--- config.mk ---
export PLATFORM = sky130hd
export DESIGN_NAME = tcp_engine
export DESIGN_NICKNAME = d
export VERILOG_FILES = /design/src/source/tcp_pkg.sv /design/src/source/tcp_seg_if.sv /design/src/source/tcp_rx_filter.sv /design/src/source/tcp_timers.sv /design/src/source/tcp_tx_builder.sv /design/src/source/tcp_conn_fsm.sv /design/src/source/tcp_engine.sv
export VERILOG_INCLUDE_DIRS = /design/src /design/src/include
export SDC_FILE = /design/constraint.sdc
export NUM_CORES = 1
export LEC_CHECK = 0
export BUFFER_PORTS_ARGS = -buffer_cell sky130_fd_sc_hd__buf_2
export CAP_MARGIN = 15
export CORE_UTILIZATION = 40
export CTS_BUF_LIST = sky130_fd_sc_hd__clkbuf_8
export DETAILED_ROUTE_END_ITERATION = 10
export PLACE_DENSITY = 0.58
export SETUP_SLACK_MARGIN = 0.2
export SLEW_MARGIN = 20
export SYNTH_ARGS = -nofsm -noshare
export SYNTH_HDL_FRONTEND = slang
export SYNTH_SLANG_ARGS = --single-unit
--- constraint.sdc ---
create_clock -name clk -period 3.5 [get_ports clk]
set_input_delay 0.175 -clock clk [delete_from_list [all_inputs] [get_ports clk]]
set_output_delay 0.175 -clock clk [all_outputs]
set_load 0.01 [all_outputs]
--- src/include/tcp_cfg.svh ---
`ifndef TCP_CFG_SVH
`define TCP_CFG_SVH

// cycles allowed in handshake or closing states
`define TCP_CONN_TIMEOUT 200

// idle cycles after received data before a pure ACK goes out
`define TCP_ACK_TIMEOUT 24

// fixed initial sequence numbers
`define TCP_ISN_SERVER 32'hfeadabba
`define TCP_ISN_CLIENT 32'h12340000

`define TCP_WIN_SIZE 10 // advertised window

`endif

--- src/source/tcp_pkg.sv ---
package tcp_pkg;

  typedef logic [31:0] seq_t;
  typedef logic [15:0] port_t;

  // same bit order as the header flag field
  typedef struct packed {
    logic ns;
    logic cwr;
    logic ece;
    logic urg;
    logic ack;
    logic psh;
    logic rst;
    logic syn;
    logic fin;
  } tcp_flags_t;

  typedef enum logic [2:0] {
    closed,
    listen,
    syn_sent,
    syn_received,
    established,
    fin_wait,     // own FIN out, waiting for remote FIN
    send_ack,
    last_ack
  } tcp_state_t;

  typedef enum logic [1:0] {
    close_active,
    close_passive,
    close_reset
  } close_t;

  // segment requests from the FSM to the tx builder
  typedef enum logic [2:0] {
    none,
    syn,
    syn_ack,
    ack,
    data,
    fin_ack
  } tx_kind_t;

  typedef struct packed {
    port_t rem_port;
    seq_t  loc_seq;  // next seq to send
    seq_t  loc_ack;  // next seq expected from remote
    seq_t  rem_seq;
    seq_t  isn;
  } tcb_t;

endpackage

--- src/source/tcp_seg_if.sv ---
`timescale 1ns/1ps

// one parsed TCP header, valid for a single cycle
interface tcp_seg_if;

  logic                hdr_v;
  tcp_pkg::port_t      src_port;
  tcp_pkg::port_t      dst_port;
  tcp_pkg::seq_t       seq;
  tcp_pkg::seq_t       ack;
  tcp_pkg::tcp_flags_t flags;
  logic [15:0]         len;    // payload bytes

  modport src (
    output hdr_v, src_port, dst_port, seq, ack, flags, len
  );

  modport snk (
    input hdr_v, src_port, dst_port, seq, ack, flags, len
  );

endinterface

--- src/source/tcp_rx_filter.sv ---
`timescale 1ns/1ps

module tcp_rx_filter (
  input  logic                clk,
  input  logic                tcp_rst,
  input  logic                rx_hdr_v,
  input  tcp_pkg::port_t      rx_src_port,
  input  tcp_pkg::port_t      rx_dst_port,
  input  tcp_pkg::seq_t       rx_seq,
  input  tcp_pkg::seq_t       rx_ack,
  input  tcp_pkg::tcp_flags_t rx_flags,
  input  logic [15:0]         rx_len,
  input  tcp_pkg::port_t      dev_port,
  input  tcp_pkg::tcb_t       tcb,
  tcp_seg_if.src              rx_seg,
  output logic                port_match,
  output logic                conn_match,
  output logic                in_order
);

  logic port_hit;
  logic conn_hit;

  assign port_hit = (rx_dst_port == dev_port);
  assign conn_hit = port_hit && (rx_src_port == tcb.rem_port); // our remote peer

  // strobe and match events
  always_ff @(posedge clk) begin
    if (tcp_rst) begin
      rx_seg.hdr_v <= 1'b0;
      port_match   <= 1'b0;
      conn_match   <= 1'b0;
      in_order     <= 1'b0;
    end else begin
      rx_seg.hdr_v <= rx_hdr_v;
      port_match   <= rx_hdr_v && port_hit;
      conn_match   <= rx_hdr_v && conn_hit;
      in_order     <= rx_hdr_v && conn_hit && (rx_seq == tcb.loc_ack);
    end
  end

  // header fields only move with a new header
  always_ff @(posedge clk) begin
    if (rx_hdr_v) begin
      rx_seg.src_port <= rx_src_port;
      rx_seg.dst_port <= rx_dst_port;
      rx_seg.seq      <= rx_seq;
      rx_seg.ack      <= rx_ack;
      rx_seg.flags    <= rx_flags;
      rx_seg.len      <= rx_len;
    end
  end

  // an event always comes with the header that caused it
  a_event_with_hdr : assert property (@(posedge clk) disable iff (tcp_rst)
    (port_match || conn_match || in_order) |->
      rx_seg.hdr_v && (rx_seg.dst_port == dev_port));

endmodule

--- src/source/tcp_timers.sv ---
`timescale 1ns/1ps
`include "tcp_cfg.svh"

module tcp_timers (
  input  logic clk,
  input  logic tcp_rst,
  input  logic handshake_active,
  input  logic data_rx,
  input  logic tx_sent,
  output logic conn_expired,
  output logic force_ack
);

  localparam int CONN_W = $clog2(`TCP_CONN_TIMEOUT + 1);
  localparam int ACK_W  = $clog2(`TCP_ACK_TIMEOUT + 1);

  logic [CONN_W-1:0] conn_cnt;
  logic [ACK_W-1:0]  ack_cnt;

  // handshake / closing watchdog
  always_ff @(posedge clk) begin
    if (tcp_rst) begin
      conn_cnt     <= '0;
      conn_expired <= 1'b0;
    end else begin
      conn_expired <= 1'b0;
      if (!handshake_active) begin
        conn_cnt <= '0;
      end else if (conn_cnt == CONN_W'(`TCP_CONN_TIMEOUT - 1)) begin
        conn_cnt     <= '0;
        conn_expired <= 1'b1;
      end else begin
        conn_cnt <= conn_cnt + 1'b1;
      end
    end
  end

  ///////////////////////////////////////////////////////////////////////////
  // ack timer, idle while saturated at the timeout
  ///////////////////////////////////////////////////////////////////////////
  always_ff @(posedge clk) begin
    if (tcp_rst || handshake_active) begin // stale acks never cross a handshake
      ack_cnt   <= ACK_W'(`TCP_ACK_TIMEOUT);
      force_ack <= 1'b0;
    end else begin
      if (tx_sent) force_ack <= 1'b0; // any segment carries loc_ack
      if (data_rx) begin
        ack_cnt <= '0;
      end else if (tx_sent) begin
        ack_cnt <= ACK_W'(`TCP_ACK_TIMEOUT);
      end else if (ack_cnt != ACK_W'(`TCP_ACK_TIMEOUT)) begin
        ack_cnt <= ack_cnt + 1'b1;
        if (ack_cnt == ACK_W'(`TCP_ACK_TIMEOUT - 1)) force_ack <= 1'b1;
      end
    end
  end

endmodule

--- src/source/tcp_tx_builder.sv ---
`timescale 1ns/1ps

module tcp_tx_builder (
  input  logic              clk,
  input  logic              tcp_rst,
  input  tcp_pkg::tx_kind_t tx_req,
  input  tcp_pkg::tcb_t     tcb,
  input  tcp_pkg::port_t    dev_port,
  input  tcp_pkg::seq_t     data_seq,
  input  logic [15:0]       data_len,
  input  logic              tx_busy,
  tcp_seg_if.src            tx_seg,
  output logic              tx_sent
);

  tcp_pkg::tcp_flags_t flags;
  tcp_pkg::seq_t       seq;
  tcp_pkg::seq_t       ack;
  logic [15:0]         len;

  // request kind -> header fields
  always_comb begin
    flags     = '0;
    seq       = tcb.loc_seq;
    ack       = tcb.loc_ack;
    len       = '0;
    flags.ack = 1'b1; // all but the first SYN
    case (tx_req)
      tcp_pkg::syn: begin
        flags.ack = 1'b0;
        flags.syn = 1'b1;
        seq       = tcb.isn;
        ack       = '0;
      end
      tcp_pkg::syn_ack: begin
        flags.syn = 1'b1;
        seq       = tcb.isn;
      end
      tcp_pkg::data: begin
        flags.psh = 1'b1;
        seq       = data_seq;
        len       = data_len;
      end
      tcp_pkg::fin_ack: flags.fin = 1'b1;
      default: ;
    endcase
  end

  // header goes out in the first cycle the MAC is free
  assign tx_sent         = (tx_req != tcp_pkg::none) && !tx_busy;
  assign tx_seg.hdr_v    = tx_sent;
  assign tx_seg.src_port = dev_port;
  assign tx_seg.dst_port = tcb.rem_port;
  assign tx_seg.seq      = seq;
  assign tx_seg.ack      = ack;
  assign tx_seg.flags    = flags;
  assign tx_seg.len      = len;

  a_no_hdr_when_busy : assert property (@(posedge clk) disable iff (tcp_rst)
    tx_seg.hdr_v |-> !tx_busy);

  // FSM holds a waiting request, only a connection reset may drop it
  a_req_held : assert property (@(posedge clk) disable iff (tcp_rst)
    (tx_req != tcp_pkg::none) && !tx_sent |=>
      (tx_req == $past(tx_req)) || (tx_req == tcp_pkg::none));

endmodule

--- src/source/tcp_conn_fsm.sv ---
`timescale 1ns/1ps
`include "tcp_cfg.svh"

module tcp_conn_fsm (
  input  logic              clk,
  input  logic              tcp_rst,
  input  logic              listen,
  input  logic              connect,
  input  logic              force_fin,
  input  tcp_pkg::port_t    rem_port,
  tcp_seg_if.snk            rx_seg,
  input  logic              port_match,
  input  logic              conn_match,
  input  logic              in_order,
  input  logic              conn_expired,
  input  logic              force_ack,
  input  logic              queue_pend,
  input  tcp_pkg::seq_t     queue_seq,
  input  logic [15:0]       queue_len,
  input  logic              queue_flushed,
  input  logic              tx_sent,
  output tcp_pkg::tx_kind_t tx_req,
  output tcp_pkg::tcb_t     tcb,
  output tcp_pkg::seq_t     data_seq,
  output logic [15:0]       data_len,
  output logic              handshake_active,
  output logic              data_rx,
  output logic              connected,
  output logic              flush_queue
);

  tcp_pkg::tcp_state_t state;
  tcp_pkg::close_t     close_kind;
  logic                is_server;  // opened by listen
  logic                conn_rst;   // internal connection reset
  logic                tx_idle;
  logic                close_req;
  logic                queue_new;

  assign tx_idle   = (tx_req == tcp_pkg::none);
  assign close_req = force_fin || (is_server ? !listen : !connect);
  // queue entry not yet covered by loc_seq
  assign queue_new = queue_pend && (queue_seq + {16'd0, queue_len} != tcb.loc_seq);

  assign handshake_active = state inside {tcp_pkg::syn_sent, tcp_pkg::syn_received,
                                          tcp_pkg::fin_wait, tcp_pkg::send_ack,
                                          tcp_pkg::last_ack};
  // out-of-order data restarts the ack timer too, so a duplicate ACK goes out
  assign data_rx = (state == tcp_pkg::established) && conn_match && (rx_seg.len != 16'd0);

  // payload of a data request, frozen while it waits
  always_ff @(posedge clk) begin
    if (tx_req != tcp_pkg::data) begin
      data_seq <= queue_seq;
      data_len <= queue_len;
    end
  end

  always_ff @(posedge clk) begin
    if (tcp_rst || conn_rst) begin
      state       <= tcp_pkg::closed;
      close_kind  <= tcp_pkg::close_active;
      is_server   <= 1'b0;
      conn_rst    <= 1'b0;
      tx_req      <= tcp_pkg::none;
      tcb         <= '0;
      connected   <= 1'b0;
      flush_queue <= 1'b0;
    end else begin
      conn_rst <= conn_expired;
      //////////////////////////////////////////////////////////////////////////
      // sent segments advance loc_seq
      //////////////////////////////////////////////////////////////////////////
      if (tx_sent) begin
        tx_req <= tcp_pkg::none;
        case (tx_req)
          tcp_pkg::syn, tcp_pkg::syn_ack, tcp_pkg::fin_ack: tcb.loc_seq <= tcb.loc_seq + 32'd1;
          tcp_pkg::data: tcb.loc_seq <= data_seq + {16'd0, data_len};
          default: ;
        endcase
      end
      case (state)
        tcp_pkg::closed: begin
          if (listen) begin
            is_server <= 1'b1;
            state     <= tcp_pkg::listen;
          end else if (connect) begin
            is_server    <= 1'b0;
            tcb.rem_port <= rem_port;
            tcb.isn      <= `TCP_ISN_CLIENT;
            tcb.loc_seq  <= `TCP_ISN_CLIENT;
            tcb.loc_ack  <= '0;       // unknown until SYN ACK
            tx_req       <= tcp_pkg::syn;
            state        <= tcp_pkg::syn_sent;
          end
        end
        tcp_pkg::listen: begin
          if (!listen) begin
            state <= tcp_pkg::closed;
          end else if (port_match && rx_seg.flags.syn && !rx_seg.flags.ack) begin
            tcb.rem_port <= rx_seg.src_port;
            tcb.rem_seq  <= rx_seg.seq;
            tcb.loc_ack  <= rx_seg.seq + 32'd1;
            tcb.isn      <= `TCP_ISN_SERVER;
            tcb.loc_seq  <= `TCP_ISN_SERVER;
            tx_req       <= tcp_pkg::syn_ack;
            state        <= tcp_pkg::syn_received;
          end
        end
        tcp_pkg::syn_sent: begin
          if (tx_idle && conn_match && rx_seg.flags.syn && rx_seg.flags.ack) begin
            tcb.rem_seq <= rx_seg.seq;
            tcb.loc_ack <= rx_seg.seq + 32'd1;
            tx_req      <= tcp_pkg::ack;
            state       <= tcp_pkg::established;
          end
        end
        tcp_pkg::syn_received: begin
          if (in_order && rx_seg.flags.ack && !rx_seg.flags.syn) begin
            tcb.rem_seq <= rx_seg.seq;
            state       <= tcp_pkg::established;
          end
        end
        tcp_pkg::established: begin
          connected <= 1'b1;
          if (in_order) begin
            tcb.rem_seq <= rx_seg.seq;
            tcb.loc_ack <= tcb.loc_ack + {16'd0, rx_seg.len};
          end
          if (!flush_queue) begin
            if (tx_idle && queue_new) tx_req <= tcp_pkg::data; // data piggybacks the ack
            else if (tx_idle && force_ack) tx_req <= tcp_pkg::ack;
            if (close_req) begin
              flush_queue <= 1'b1;
              close_kind  <= tcp_pkg::close_active;
            end else if (conn_match && rx_seg.flags.fin) begin
              flush_queue <= 1'b1;
              close_kind  <= tcp_pkg::close_passive;
            end else if (conn_match && rx_seg.flags.rst) begin
              flush_queue <= 1'b1;
              close_kind  <= tcp_pkg::close_reset;
            end
          end else if (queue_flushed && tx_idle) begin
            case (close_kind)
              tcp_pkg::close_active: begin
                flush_queue <= 1'b0;
                tx_req      <= tcp_pkg::fin_ack;
                state       <= tcp_pkg::fin_wait;
              end
              tcp_pkg::close_passive: begin
                flush_queue <= 1'b0;
                tcb.loc_ack <= tcb.loc_ack + 32'd1; // remote FIN takes one seq
                tx_req      <= tcp_pkg::ack;
                state       <= tcp_pkg::send_ack;
              end
              default: conn_rst <= 1'b1; // RST, nothing to send
            endcase
          end
        end
        tcp_pkg::fin_wait: begin
          if (tx_idle && conn_match && rx_seg.flags.fin) begin
            tcb.rem_seq <= rx_seg.seq;
            tcb.loc_ack <= tcb.loc_ack + 32'd1;
            tx_req      <= tcp_pkg::ack;
            state       <= tcp_pkg::send_ack;
          end
        end
        tcp_pkg::send_ack: begin
          if (tx_sent && close_kind == tcp_pkg::close_passive) begin
            tx_req <= tcp_pkg::fin_ack;
            state  <= tcp_pkg::last_ack;
          end else if (tx_sent) begin
            conn_rst <= 1'b1; // active close ends on our last ACK
          end
        end
        tcp_pkg::last_ack: begin
          if (tx_idle && conn_match && rx_seg.flags.ack) conn_rst <= 1'b1;
        end
        default: state <= tcp_pkg::closed;
      endcase
    end
  end

  a_connected_state : assert property (@(posedge clk) disable iff (tcp_rst)
    connected |-> state inside {tcp_pkg::established, tcp_pkg::fin_wait,
                                tcp_pkg::send_ack, tcp_pkg::last_ack});

endmodule

--- src/source/tcp_engine.sv ---
`timescale 1ns/1ps

module tcp_engine (
  input  logic                clk,
  input  logic                tcp_rst,
  input  tcp_pkg::port_t      dev_port,
  input  logic                listen,
  input  logic                connect,
  input  logic                force_fin,
  input  tcp_pkg::port_t      rem_port,
  // parsed rx header
  input  logic                rx_hdr_v,
  input  tcp_pkg::port_t      rx_src_port,
  input  tcp_pkg::port_t      rx_dst_port,
  input  tcp_pkg::seq_t       rx_seq,
  input  tcp_pkg::seq_t       rx_ack,
  input  tcp_pkg::tcp_flags_t rx_flags,
  input  logic [15:0]         rx_len,
  input  logic                tx_busy,
  // tx queue control
  input  logic                queue_pend,
  input  tcp_pkg::seq_t       queue_seq,
  input  logic [15:0]         queue_len,
  input  logic                queue_flushed,
  output logic                tx_hdr_v,
  output tcp_pkg::port_t      tx_src_port,
  output tcp_pkg::port_t      tx_dst_port,
  output tcp_pkg::seq_t       tx_seq,
  output tcp_pkg::seq_t       tx_ack,
  output tcp_pkg::tcp_flags_t tx_flags,
  output logic [15:0]         tx_len,
  output logic                connected,
  output logic                flush_queue
);

  tcp_seg_if rx_seg ();
  tcp_seg_if tx_seg ();

  tcp_pkg::tcb_t     tcb;
  tcp_pkg::tx_kind_t tx_req;
  tcp_pkg::seq_t     data_seq;
  logic [15:0]       data_len;
  logic              port_match;
  logic              conn_match;
  logic              in_order;
  logic              conn_expired;
  logic              force_ack;
  logic              handshake_active;
  logic              data_rx;
  logic              tx_sent;

  tcp_rx_filter i_tcp_rx_filter (
    .clk, .tcp_rst, .rx_hdr_v, .rx_src_port, .rx_dst_port, .rx_seq, .rx_ack,
    .rx_flags, .rx_len, .dev_port, .tcb, .rx_seg(rx_seg.src),
    .port_match, .conn_match, .in_order
  );

  tcp_timers i_tcp_timers (
    .clk, .tcp_rst, .handshake_active, .data_rx, .tx_sent, .conn_expired, .force_ack
  );

  tcp_tx_builder i_tcp_tx_builder (
    .clk, .tcp_rst, .tx_req, .tcb, .dev_port, .data_seq, .data_len, .tx_busy,
    .tx_seg(tx_seg.src), .tx_sent
  );

  tcp_conn_fsm i_tcp_conn_fsm (
    .clk, .tcp_rst, .listen, .connect, .force_fin, .rem_port, .rx_seg(rx_seg.snk),
    .port_match, .conn_match, .in_order, .conn_expired, .force_ack,
    .queue_pend, .queue_seq, .queue_len, .queue_flushed, .tx_sent,
    .tx_req, .tcb, .data_seq, .data_len, .handshake_active, .data_rx,
    .connected, .flush_queue
  );

  // tx header onto the MAC side ports
  assign tx_hdr_v    = tx_seg.hdr_v;
  assign tx_src_port = tx_seg.src_port;
  assign tx_dst_port = tx_seg.dst_port;
  assign tx_seq      = tx_seg.seq;
  assign tx_ack      = tx_seg.ack;
  assign tx_flags    = tx_seg.flags;
  assign tx_len      = tx_seg.len;

endmodule

== After elaboration in Yosys (flattened, before gate mapping) ==
Cells that the tools add are included.
Operators by class
  muxes and demuxes: 78
  $lt $le $gt $ge: 0
  divide/modulo/power cells: 0
  $add $sub $neg: 8
  reductions and logical operators: 54
  shift-type cells: 0
  multiply operators: 0
  bitwise gates (word level): 2
  equal/unequal tests: 33
Operators by type and width (number)
  144-bit 2-to-1 mux: 2
  32-bit 2-to-1 mux: 7
  64-bit 2-to-1 mux: 3
  32-bit case mux with 2 select lines: 3
  80-bit 2-to-1 mux: 2
  32-bit case mux with 5 select lines: 1
  32-bit by 1-bit adder with 32-bit output, second input constant: 3
  32-bit by 16-bit adder with 32-bit output: 3
  48-bit case mux with 2 select lines: 1
  3-bit 2-to-1 mux: 22
  16-bit equality test: 2
  32-bit equality test: 1
  32-bit != test: 1
  1-bit 2-to-1 mux: 25
  1-bit logical AND: 23
  3-bit case mux with 7 select lines: 1
  3-bit equality test, second input constant: 6
  3-bit case mux with 6 select lines: 1
  16-bit 2-to-1 mux: 1
  2-bit != test, second input constant: 8
  16-bit nonzero test: 1
  5-bit 2-to-1 mux: 3
  3-bit case mux with 2 select lines: 2
  10-bit AND reduction: 1
  28 further kinds: 52
Word-level totals
  logic and storage cells: 203
  memory bits (read-only): 0
  output and inout bits: 124
  latch bits: 0
  memories kept: 0
  input bits: 210
  bits in writable memories: 0
  register bits: 258

== Longest topological paths before layout ==
Gate-level depths: netlist of run 1.
  word-level depth: 7
  depth in mapped cells: 13
  mapped depth without buffers: 13

== Hierarchy ==
From an unflattened synthesis of run 1, not the netlist that was laid out.
Second synthesis, totals
  cells, all modules: 2271
  area, all modules: 20576.0 sq um
By module, submodules not included
  tcp_conn_fsm: area an instance 13314.0 sq um, cells an instance 1701, sequential area each 3983.8 sq um, times used 1
  tcp_rx_filter: area an instance 4436.8 sq um, cells an instance 214, sequential area each 3713.6 sq um, times used 1
  tcp_tx_builder: area an instance 2173.3 sq um, cells an instance 286, sequential area each 0.0 sq um, times used 1
  tcp_timers: area an instance 651.9 sq um, cells an instance 70, sequential area each 300.3 sq um, times used 1

== Least setup slack after synthesis of run 1 ==
Ideal clock, no wire load.
  kind: flip-flop to output port
  start: reg i_tcp_conn_fsm.tx_req[1]
  end: out tx_seq[0]
  cell stages (with the launch flop): 8
  required time: 3325 ps
  setup slack: 286 ps
  arrival time: 3039 ps
  buffers on the path: 3
  path through: dfxtp_1 > clkbuf_1 > nor2_1 > nand2_1 > clkbuf_1 > buf_1 > nand2_1 > o21ai_0
Between the ends
  longest elaborated chain between the ends: 3
  elaborated cells between the ends (all ways): 5
  classes of those cells: eq/ne: 3; mux: 1; reduce/logical: 1
RTL lines
  start: declaration: RTL line tcp_conn_fsm.sv:22  | output tcp_pkg::tx_kind_t tx_req,
  start signal: assignment: RTL line tcp_conn_fsm.sv:65  | tx_req <= tcp_pkg::none;
  start signal: assignment: RTL line tcp_conn_fsm.sv:75  | tx_req <= tcp_pkg::none;
  start signal: assignment: RTL line tcp_conn_fsm.sv:93  | tx_req <= tcp_pkg::syn;
  3-bit by 1-bit equality test with 1-bit output or 3-bit by 2-bit equality test with 1-bit output (tied branches): RTL line tcp_tx_builder.sv:28  | case (tx_req)
  2-bit OR reduction (no line)
  32-bit case mux with 2 select lines *: RTL line tcp_tx_builder.sv:28
  end: declaration: RTL line tcp_engine.sv:28  | output tcp_pkg::seq_t tx_seq,
Mark *: on every way between the ends. The rest lies on a longest branch, timed or not.

== Worst setup path after layout of run 1 ==
  start: reg i_tcp_conn_fsm.tx_req[1]
  end: out tx_seq[9]
The elaborated chain is that of the path after synthesis.

==> summary.md, run 1 <==
| Metric | Value |
|---|---|
| Finished Core Util | 0.521 |
| Final Wtd Congestion | 0.931 |
| FF/Latch Area | 5750 µm² |
| Slew at the pin closest to its max-slew limit | 0.927 ns |
| Fin worst setup slack | 0.352 ns |
| Remaining global-route overflow | 0 |
| Die Area | 42000 µm² |
| Synth Warn # | 0 |
| CTS tree | done |
| Final total negative setup slack | 0 ns |
| Normalized max-slew margin | 0.382 |
| Floorplan row count | 73 |
| EDFF count, synth | 116 |
| #FFs+latches synth | 229 |
| Pin count of the biggest net entering global routing | 70 |
| H-tree Lvls | 2 |
| Initial Util | 0.409 |
| Initial antenna violation count | 1 |
| Ys async rst share | 0 |
| Num CTS Buffers | 46 |
| Filler Cells Inserted | 3848 |
| Post-synth cell types | 81 |
| Worst Hold Depth | 5 |
| Fraction of layout cells with a size suffix above 1 | 0.200 |
| Syn Std Cell Area | 16500 µm² |
| CP Data Arrival Time | 2.97 ns |
| Seq/Total Area, Yosys | 0.349 |
| I/O pins | 334 |
| CORE AREA | 40200 µm² |
| CP required | 3.32 ns |
| 1st-iter DRT viols | 1421 |
| Max VDD drop | 0.272 mV |
| Max Freq | 0.318 GHz |
| Hold crit path type | input pin to flop |
| Area leader, netlist | edfxtp_1 |
| Nets | 2656 |
| Die extent in y | 205 µm |
| Final Power | 9.07 mW |
| Num Clock Sinks | 229 |
| Synthesized area per cell | 8.35 µm² |
| 1st-pass router iterations | 6 |
| Vias | 17.0k |
| Crit. End Element | output pin |
| Detailed-route wire length | 60400 µm |
| Die width | 205 µm |
| WS Path Type | flop to output pin |
| Worst setup SP type | flop |
| Routed Antenna Nets | 0 |
| Clock Pin Slew Worst Setup and Hold Paths | 0.06 ns |
| Root Driver | clkbuf_8 |
| DRC Markers | 0 |
| Largest cells by area after synthesis | edfxtp_1 (21%), dfxtp_1 (14%), xnor2_1 (7.3%), nor2_1 (4.2%), ha_1 (4.1%) |
| Count of final hold-check violations | 0 |
| Yosys top cell area share | 0.212 |
| Dpl ws | -0.110 ns |
| Clock skew | 0.0330 ns |
| Leakage | 8.59 nW |
| Layout area overhead | 27.3% |
| Post-DP HPWL | 43200 µm |
| Final Max Tran Viols | 0 |
| WL/cell | 20.4 µm |
| DR vias/cell | 5.76 |
| Critical path fanouts, max | 17 |
| Setup-violating endpoint count in the final report | 0 |
| Area of the multi-input gates | 9910 µm² |
| GRT Overall Usage | 0.283 |
| Main synth FF type | edfxtp_1 |
| R2r worst-path depth | 10 |
| Final period util | 0.899 |
| Clk_lat worst skew | 0.64 ns |
| First-pass GRT wire length | 93000 µm |
| Run status | complete, no violations |
| Syn Inst Count | 1970 |
| Maxcap violations | 0 |
| Vias in the first global route | 16.6k |
| Crit path time final | 3.15 ns |
| RSZ-0062 raised after global routing | yes |
| Cell Pwr Density | 433 nW/µm² |
| Clock Tree Buf Depth | 3 |
| Input/output buffers | 291 |
cell usage after synthesis (7+ instances only):
cell        n
a21o_1     29
a21oi_1   126
a221o_1    22
a221oi_1    8
a22o_1     17
a22oi_1    30
a31oi_1    30
a41oi_1     8
and2_1     18
and3_1     60
and4_1      7
buf_1       8
buf_4      38
clkbuf_1  103
dfxtp_1   113
edfxtp_1  116
ha_1       54
inv_1      40
nand2_1   178
nand2b_1   13
nand3_1    83
nand4_1    45
nor2_1    182
nor2b_1    49
nor3_1     38
nor4_1     26
o211ai_1   17
o21a_1      9
o21ai_0   119
o21bai_1   15
o221ai_1    8
o22ai_1    26
or2_2      11
xnor2_1   138
xor2_1     70
power breakdown:
| group | switching, mW | internal, mW |
|---|---|---|
| Clock | 1.31 | 1.56 |
| Combinational | 1.78 | 1.11 |
| Sequential | 0.250 | 3.05 |
| Total | 3.34 | 5.73 |
per-layer routing:
metal	track usage	wire length, µm	vias up
li1	-	-	8064
met1	0.383	26700	8158
met2	0.464	28100	675
met3	0.0317	3750	113
met4	0.101	1790	0
met5	0	0	-
through the flow:
| stage | area (µm²) | std cells | hold WS [ns] |
|---|---|---|---|
| after floorplan | 16500 | 1974 | 0.274 |
| after global placement | 18500 | 2722 | 0.353 |
| after detailed placement | 18500 | 2722 | 0.354 |
| after CTS | 20900 | 2949 | 0.0125 |
| after global routing | 20900 | 2952 | 0.0876 |
| final | 20900 | 2952 | 0.0534 |
cells in the final DEF, fill, tap and decap left out, drive strengths merged, types with 60 or more instances in the layout:
master,instances
a21oi,126
and3,60
buf,379
dfxtp,113
dlygate4sd3,142
edfxtp,116
inv,63
nand2,178
nand3,83
nor2,182
o21ai,124
xnor2,139
xor2,71
sequential cells by signal, summed over array words and instances (netlist names), 2 cells and up:
register and cells:
i_tcp_rx_filter.rx_seg.src_port 16, i_tcp_conn_fsm.data_seq 32, i_tcp_rx_filter.rx_seg.len 16, i_tcp_timers.ack_cnt 5, i_tcp_conn_fsm.tcb 83, i_tcp_rx_filter.rx_seg.seq 32, i_tcp_conn_fsm.tx_req 3, i_tcp_timers.conn_cnt 8
i_tcp_rx_filter.rx_seg.flags 4, i_tcp_conn_fsm.close_kind 2, i_tcp_conn_fsm.state 3, i_tcp_conn_fsm.data_len 16
layout make-up:
class / count / area share
antenna: 1 / 0.000119
clock buffer: 54 / 0.0355
clock inverter: 31 / 0.00920
inverter: 40 / 0.00717
multi-input combinational: 1551 / 0.473
sequential: 229 / 0.274
tap: 525 / 0.0314
timing repair buffer: 521 / 0.169
logic make-up (layout without fill, tap and decap cells):
| logic type | Yosys count | count (layout) | synth area share |
|---|---|---|---|
| simple gates | 741 | 741 | 0.223 |
| compound gates | 530 | 530 | 0.212 |
| flops | 229 | 229 | 0.349 |
| xor+xnor | 210 | 210 | 0.113 |
| buf+inv | 194 | 646 | 0.0537 |
| fa+ha+maj | 57 | 57 | 0.0447 |
| mux | 8 | 8 | 0.00509 |
| other cells | 1 | 6 | 0.000228 |
critical path, stage by stage, from the launching register on:
cell,delay (ns)
dfxtp_1,0.51
nor2_1,0.09
buf_4,0.23
nand2_2,0.10
inv_1,0.24
nor2_2,0.40
buf_4,0.35
a221o_1,0.25
buf_2,0.15
worst paths after layout:
kind	endpoint	slack, ns	startpoint
worst max-delay path	tx_seq[9]	0.35	i_tcp_conn_fsm.tx_req[1]$_SDFF_PP0_
worst min-delay path	i_tcp_conn_fsm.tx_req[2]$_SDFF_PP0_	0.05	queue_flushed
worst max register to register	i_tcp_conn_fsm.tcb[93]$_SDFFE_PP0P_	0.36	i_tcp_conn_fsm.tcb[71]$_SDFFE_PP0P_
worst min register to register	i_tcp_timers.conn_cnt[0]$_SDFF_PP0_	0.44	i_tcp_timers.conn_cnt[0]$_SDFF_PP0_
timing repair:
item | 4_1_cts | 5_1_grt
pin swaps | 0 | 2
hold endpoints to repair | 155 | 0
endpoints found under the setup margin | 4 | 20
cloned | 0 | 0
buffers inserted | 0 | 2
gates resized for setup | 1 | 12
hold buffers | 142 | 0
Power figures use the tool's default switching activity.
==> run 2, diff against run 1 <==
Settings changed: CORE_UTILIZATION 40 to 35, PLACE_DENSITY 0.58 to 0.52, SKIP_CTS_REPAIR_TIMING set to 1.
==> run 2 against run 1 <==
First-iteration DRC count is 15% lower. Largest power group is now clock. Die area rose by 14%. Highest routed layer is now met5. Clock power is 23% higher. Combinational power about the same. Non-clock buffer count grew 2. Flip-flop and latch count did not move. Register-to-register slack gained 0.03 ns. Sequential power about the same. Design area increased by 1.6%. Clock skew is 0.0077 ns higher.
==> summary.md, run 2 (synthesis gave the netlist of run 1 again) <==
| Metric | Value |
|---|---|
| Run status | complete, no violations (unchanged) |
| Hold crit path type | input pin to flop (unchanged) |
| Floorplan row count | 79 (was 73) |
| 1st-pass router iterations | 5 (was 6) |
| Die Area | 47900 µm² (was 42000 µm²) |
| 1st-iter DRT viols | 1212 (was 1421) |
| CP required | 3.32 ns (about the same) |
| Logic pwr share | 0.298 (was 0.319) |
| Vias in the first global route | 15.8k (was 16.6k) |
| Clock Pin Slew Worst Setup and Hold Paths | 0.06 ns (about the same) |
| Post-DP HPWL | 46200 µm (was 43200 µm) |
| Count of final hold-check violations | 0 (unchanged) |
| Input/output buffers | 291 (unchanged) |
| RSZ-0062 raised after global routing | no (was yes) |
| Dpl ws | -0.168 ns (was -0.110 ns) |
| Die extent in y | 219 µm (was 205 µm) |
| Crit path time final | 3.15 ns (about the same) |
| Num Clock Sinks | 229 (unchanged) |
| Critical path fanouts, max | 23 (was 17) |
| First-pass GRT wire length | 92100 µm (was 93000 µm) |
| Final Power | 9.72 mW (was 9.07 mW) |
| Remaining global-route overflow | 0 (unchanged) |
| Biggest register | i_tcp_conn_fsm.tcb (unchanged) |
| Final Max Tran Viols | 0 (unchanged) |
| DRC Markers | 0 (unchanged) |
| Cell Pwr Density | 457 nW/µm² (was 433 nW/µm²) |
| Cell Area, Placed | 18700 µm² (was 18500 µm²) |
| Internal | 6.29 mW (was 5.73 mW) |
| Clock Tree Buf Depth | 3 (unchanged) |
| Largest register FFs | 83 (unchanged) |
| Crit. End Element | output pin (unchanged) |
| Setup-violating endpoint count in the final report | 0 (unchanged) |
| Largest regs | i_tcp_conn_fsm.tcb x83, i_tcp_conn_fsm.data_seq x32, i_tcp_rx_filter.rx_seg.seq x32 (unchanged) |
| Initial antenna violation count | 1 (unchanged) |
| CTS tree | done (unchanged) |
| Switching power | 3.43 mW (was 3.34 mW) |
| Clock skew | 0.0407 ns (was 0.0330 ns) |
| Pin count of the biggest net entering global routing | 69 (was 70) |
| Slowest library cell on the worst path | inv_1 (was dfxtp_1) |
| Layout area overhead | 29.3% (was 27.3%) |
| Detailed-route wire length | 62900 µm (was 60400 µm) |
| Final instance area | 21300 µm² (was 20900 µm²) |
| Fin worst setup slack | 0.346 ns (was 0.352 ns) |
| Most frequent cells in the layout | buf_2 (290), nor2_1 (180), nand2_1 (177) (was buf_2 (291), nor2_1 (178), nand2_1 (177)) |
| Normalized max-slew margin | 0.318 (was 0.382) |
| Clk_lat worst skew | 0.65 ns (was 0.64 ns) |
| Slowest stage delay, CP | 0.55 ns (was 0.51 ns) |
| Vias | 17.1k (was 17.0k) |
| Clock power frac | 0.362 (was 0.317) |
| CORE AREA | 46500 µm² (was 40200 µm²) |
| I/O pins | 334 (unchanged) |
| Leakage | 8.67 nW (was 8.59 nW) |
| Max Freq | 0.317 GHz (was 0.318 GHz) |
| WL/cell | 20.7 µm (was 20.4 µm) |
| Root Driver | clkbuf_8 (unchanged) |
| Routed Antenna Nets | 0 (unchanged) |
| Num CTS Buffers | 48 (was 46) |
| H-tree Lvls | 2 (unchanged) |
| Fraction of layout cells with a size suffix above 1 | 0.206 (was 0.200) |
| Cell Chain, Critical Path | nor2_1 -> buf_4 -> nand2_2 -> inv_1 -> nor2_1 -> buf_4 -> a221o_2 -> buf_2 (was nor2_1 -> buf_4 -> nand2_2 -> inv_1 -> nor2_2 -> buf_4 -> a221o_1 -> buf_2) |
| Final Wtd Congestion | 0.919 (was 0.931) |
| Net Sw Frac | 0.353 (was 0.368) |
| Slew at the pin closest to its max-slew limit | 1.02 ns (was 0.927 ns) |
| Final period util | 0.901 (was 0.899) |
| DR vias/cell | 5.61 (was 5.76) |
| WS Path Type | flop to output pin (unchanged) |
| Nets | 2660 (was 2656) |
| Finished Layout Cells | 3041 (was 2952) |
| Max VDD drop | 0.423 mV (was 0.272 mV) |
| GRT Overall Usage | 0.250 (was 0.283) |
| Placed insts | 2809 (was 2722) |
| Flop pwr share | 0.340 (was 0.364) |
| Initial Util | 0.354 (was 0.409) |
| Worst setup SP type | flop (unchanged) |
| Maxcap violations | 0 (unchanged) |
| Die width | 219 µm (was 205 µm) |
| Leading cell type in the layout, fill and taps excluded | buf_2 (unchanged) |
| CP Data Arrival Time | 2.98 ns (was 2.97 ns) |
run 2: changes by cell type in the layout (fill, tap and decap cells not counted), moves of 3 or more:
cell,previous run,this run
inv_1,60,49
bufinv_16,2,9
clkinv_2,3,8
buf_4,88,92
dlygate4sd3_1,142,139
run 2: layer usage:
metal / part of all wire / routed length [µm] / global-route usage / vias up
met1: 0.43 / 27100 / 0.325 / 8135
met5: 0.00022 / 14 / 0 / -
met2: 0.47 / 29900 / 0.416 / 720
met4: 0.029 / 1850 / 0.0921 / 2
met3: 0.065 / 4080 / 0.0413 / 130
li1: - / - / - / 8071
run 2: worst paths after layout:
| path | slack [ns] | endpoint | depth (start not counted) | start |
|---|---|---|---|---|
| hold / removal | 0.003 | i_tcp_conn_fsm.close_kind[0]$_SDFFE_PP0P_ | 5 | force_fin |
| setup reg to reg | 0.39 | i_tcp_conn_fsm.tcb[125]$_SDFF_PP0_ | 13 | i_tcp_conn_fsm.data_seq[2]$_DFFE_PN_ |
| setup / recovery | 0.35 | tx_seq[7] | 8 | i_tcp_conn_fsm.tx_req[1]$_SDFF_PP0_ |
| hold reg to reg | 0.44 | i_tcp_timers.conn_cnt[0]$_SDFF_PP0_ | 1 | i_tcp_timers.conn_cnt[0]$_SDFF_PP0_ |
run 2: critical path, delay by kind of cell (launching register included):
family	cells	cell delay [ns]
flip-flops	1	0.39
AO/OA/AOI/OAI	1	0.40
AND/OR/NAND/NOR	3	0.30
buffers and inverters	4	1.22
run 2: power groups by stage:
stage	sequential, mW	clock, mW	combinational (mW)
floorplan	3.23	0	1.79
global placement	3.35	0	2.72
detailed placement	3.35	0	2.73
CTS	3.30	3.61	2.74
global route	3.33	3.72	3.13
finish	3.30	3.52	2.89
run 2: through the flow:
step / hold slack, ns / utilization / setup TNS, ns
2_1_floorplan: 0.274 / - / 0
3_5_place_dp: 0.354 / 0.402 / -0.168
5_1_grt: 0.0150 / 0.458 / 0
4_1_cts: -0.343 / 0.427 / 0
3_3_place_gp: 0.353 / 0.402 / -0.0701
6_report: 0.00296 / 0.458 / 0
run 2: layout make-up:
type	count	area, µm²
fillers	4614	25200
clock inverters	35	398
diodes	1	2.50
flip-flops and latches	229	5750
clock buffers	55	757
inverters	40	150
repair buffers	523	3560
multi-input cells	1551	9900
well taps	607	759
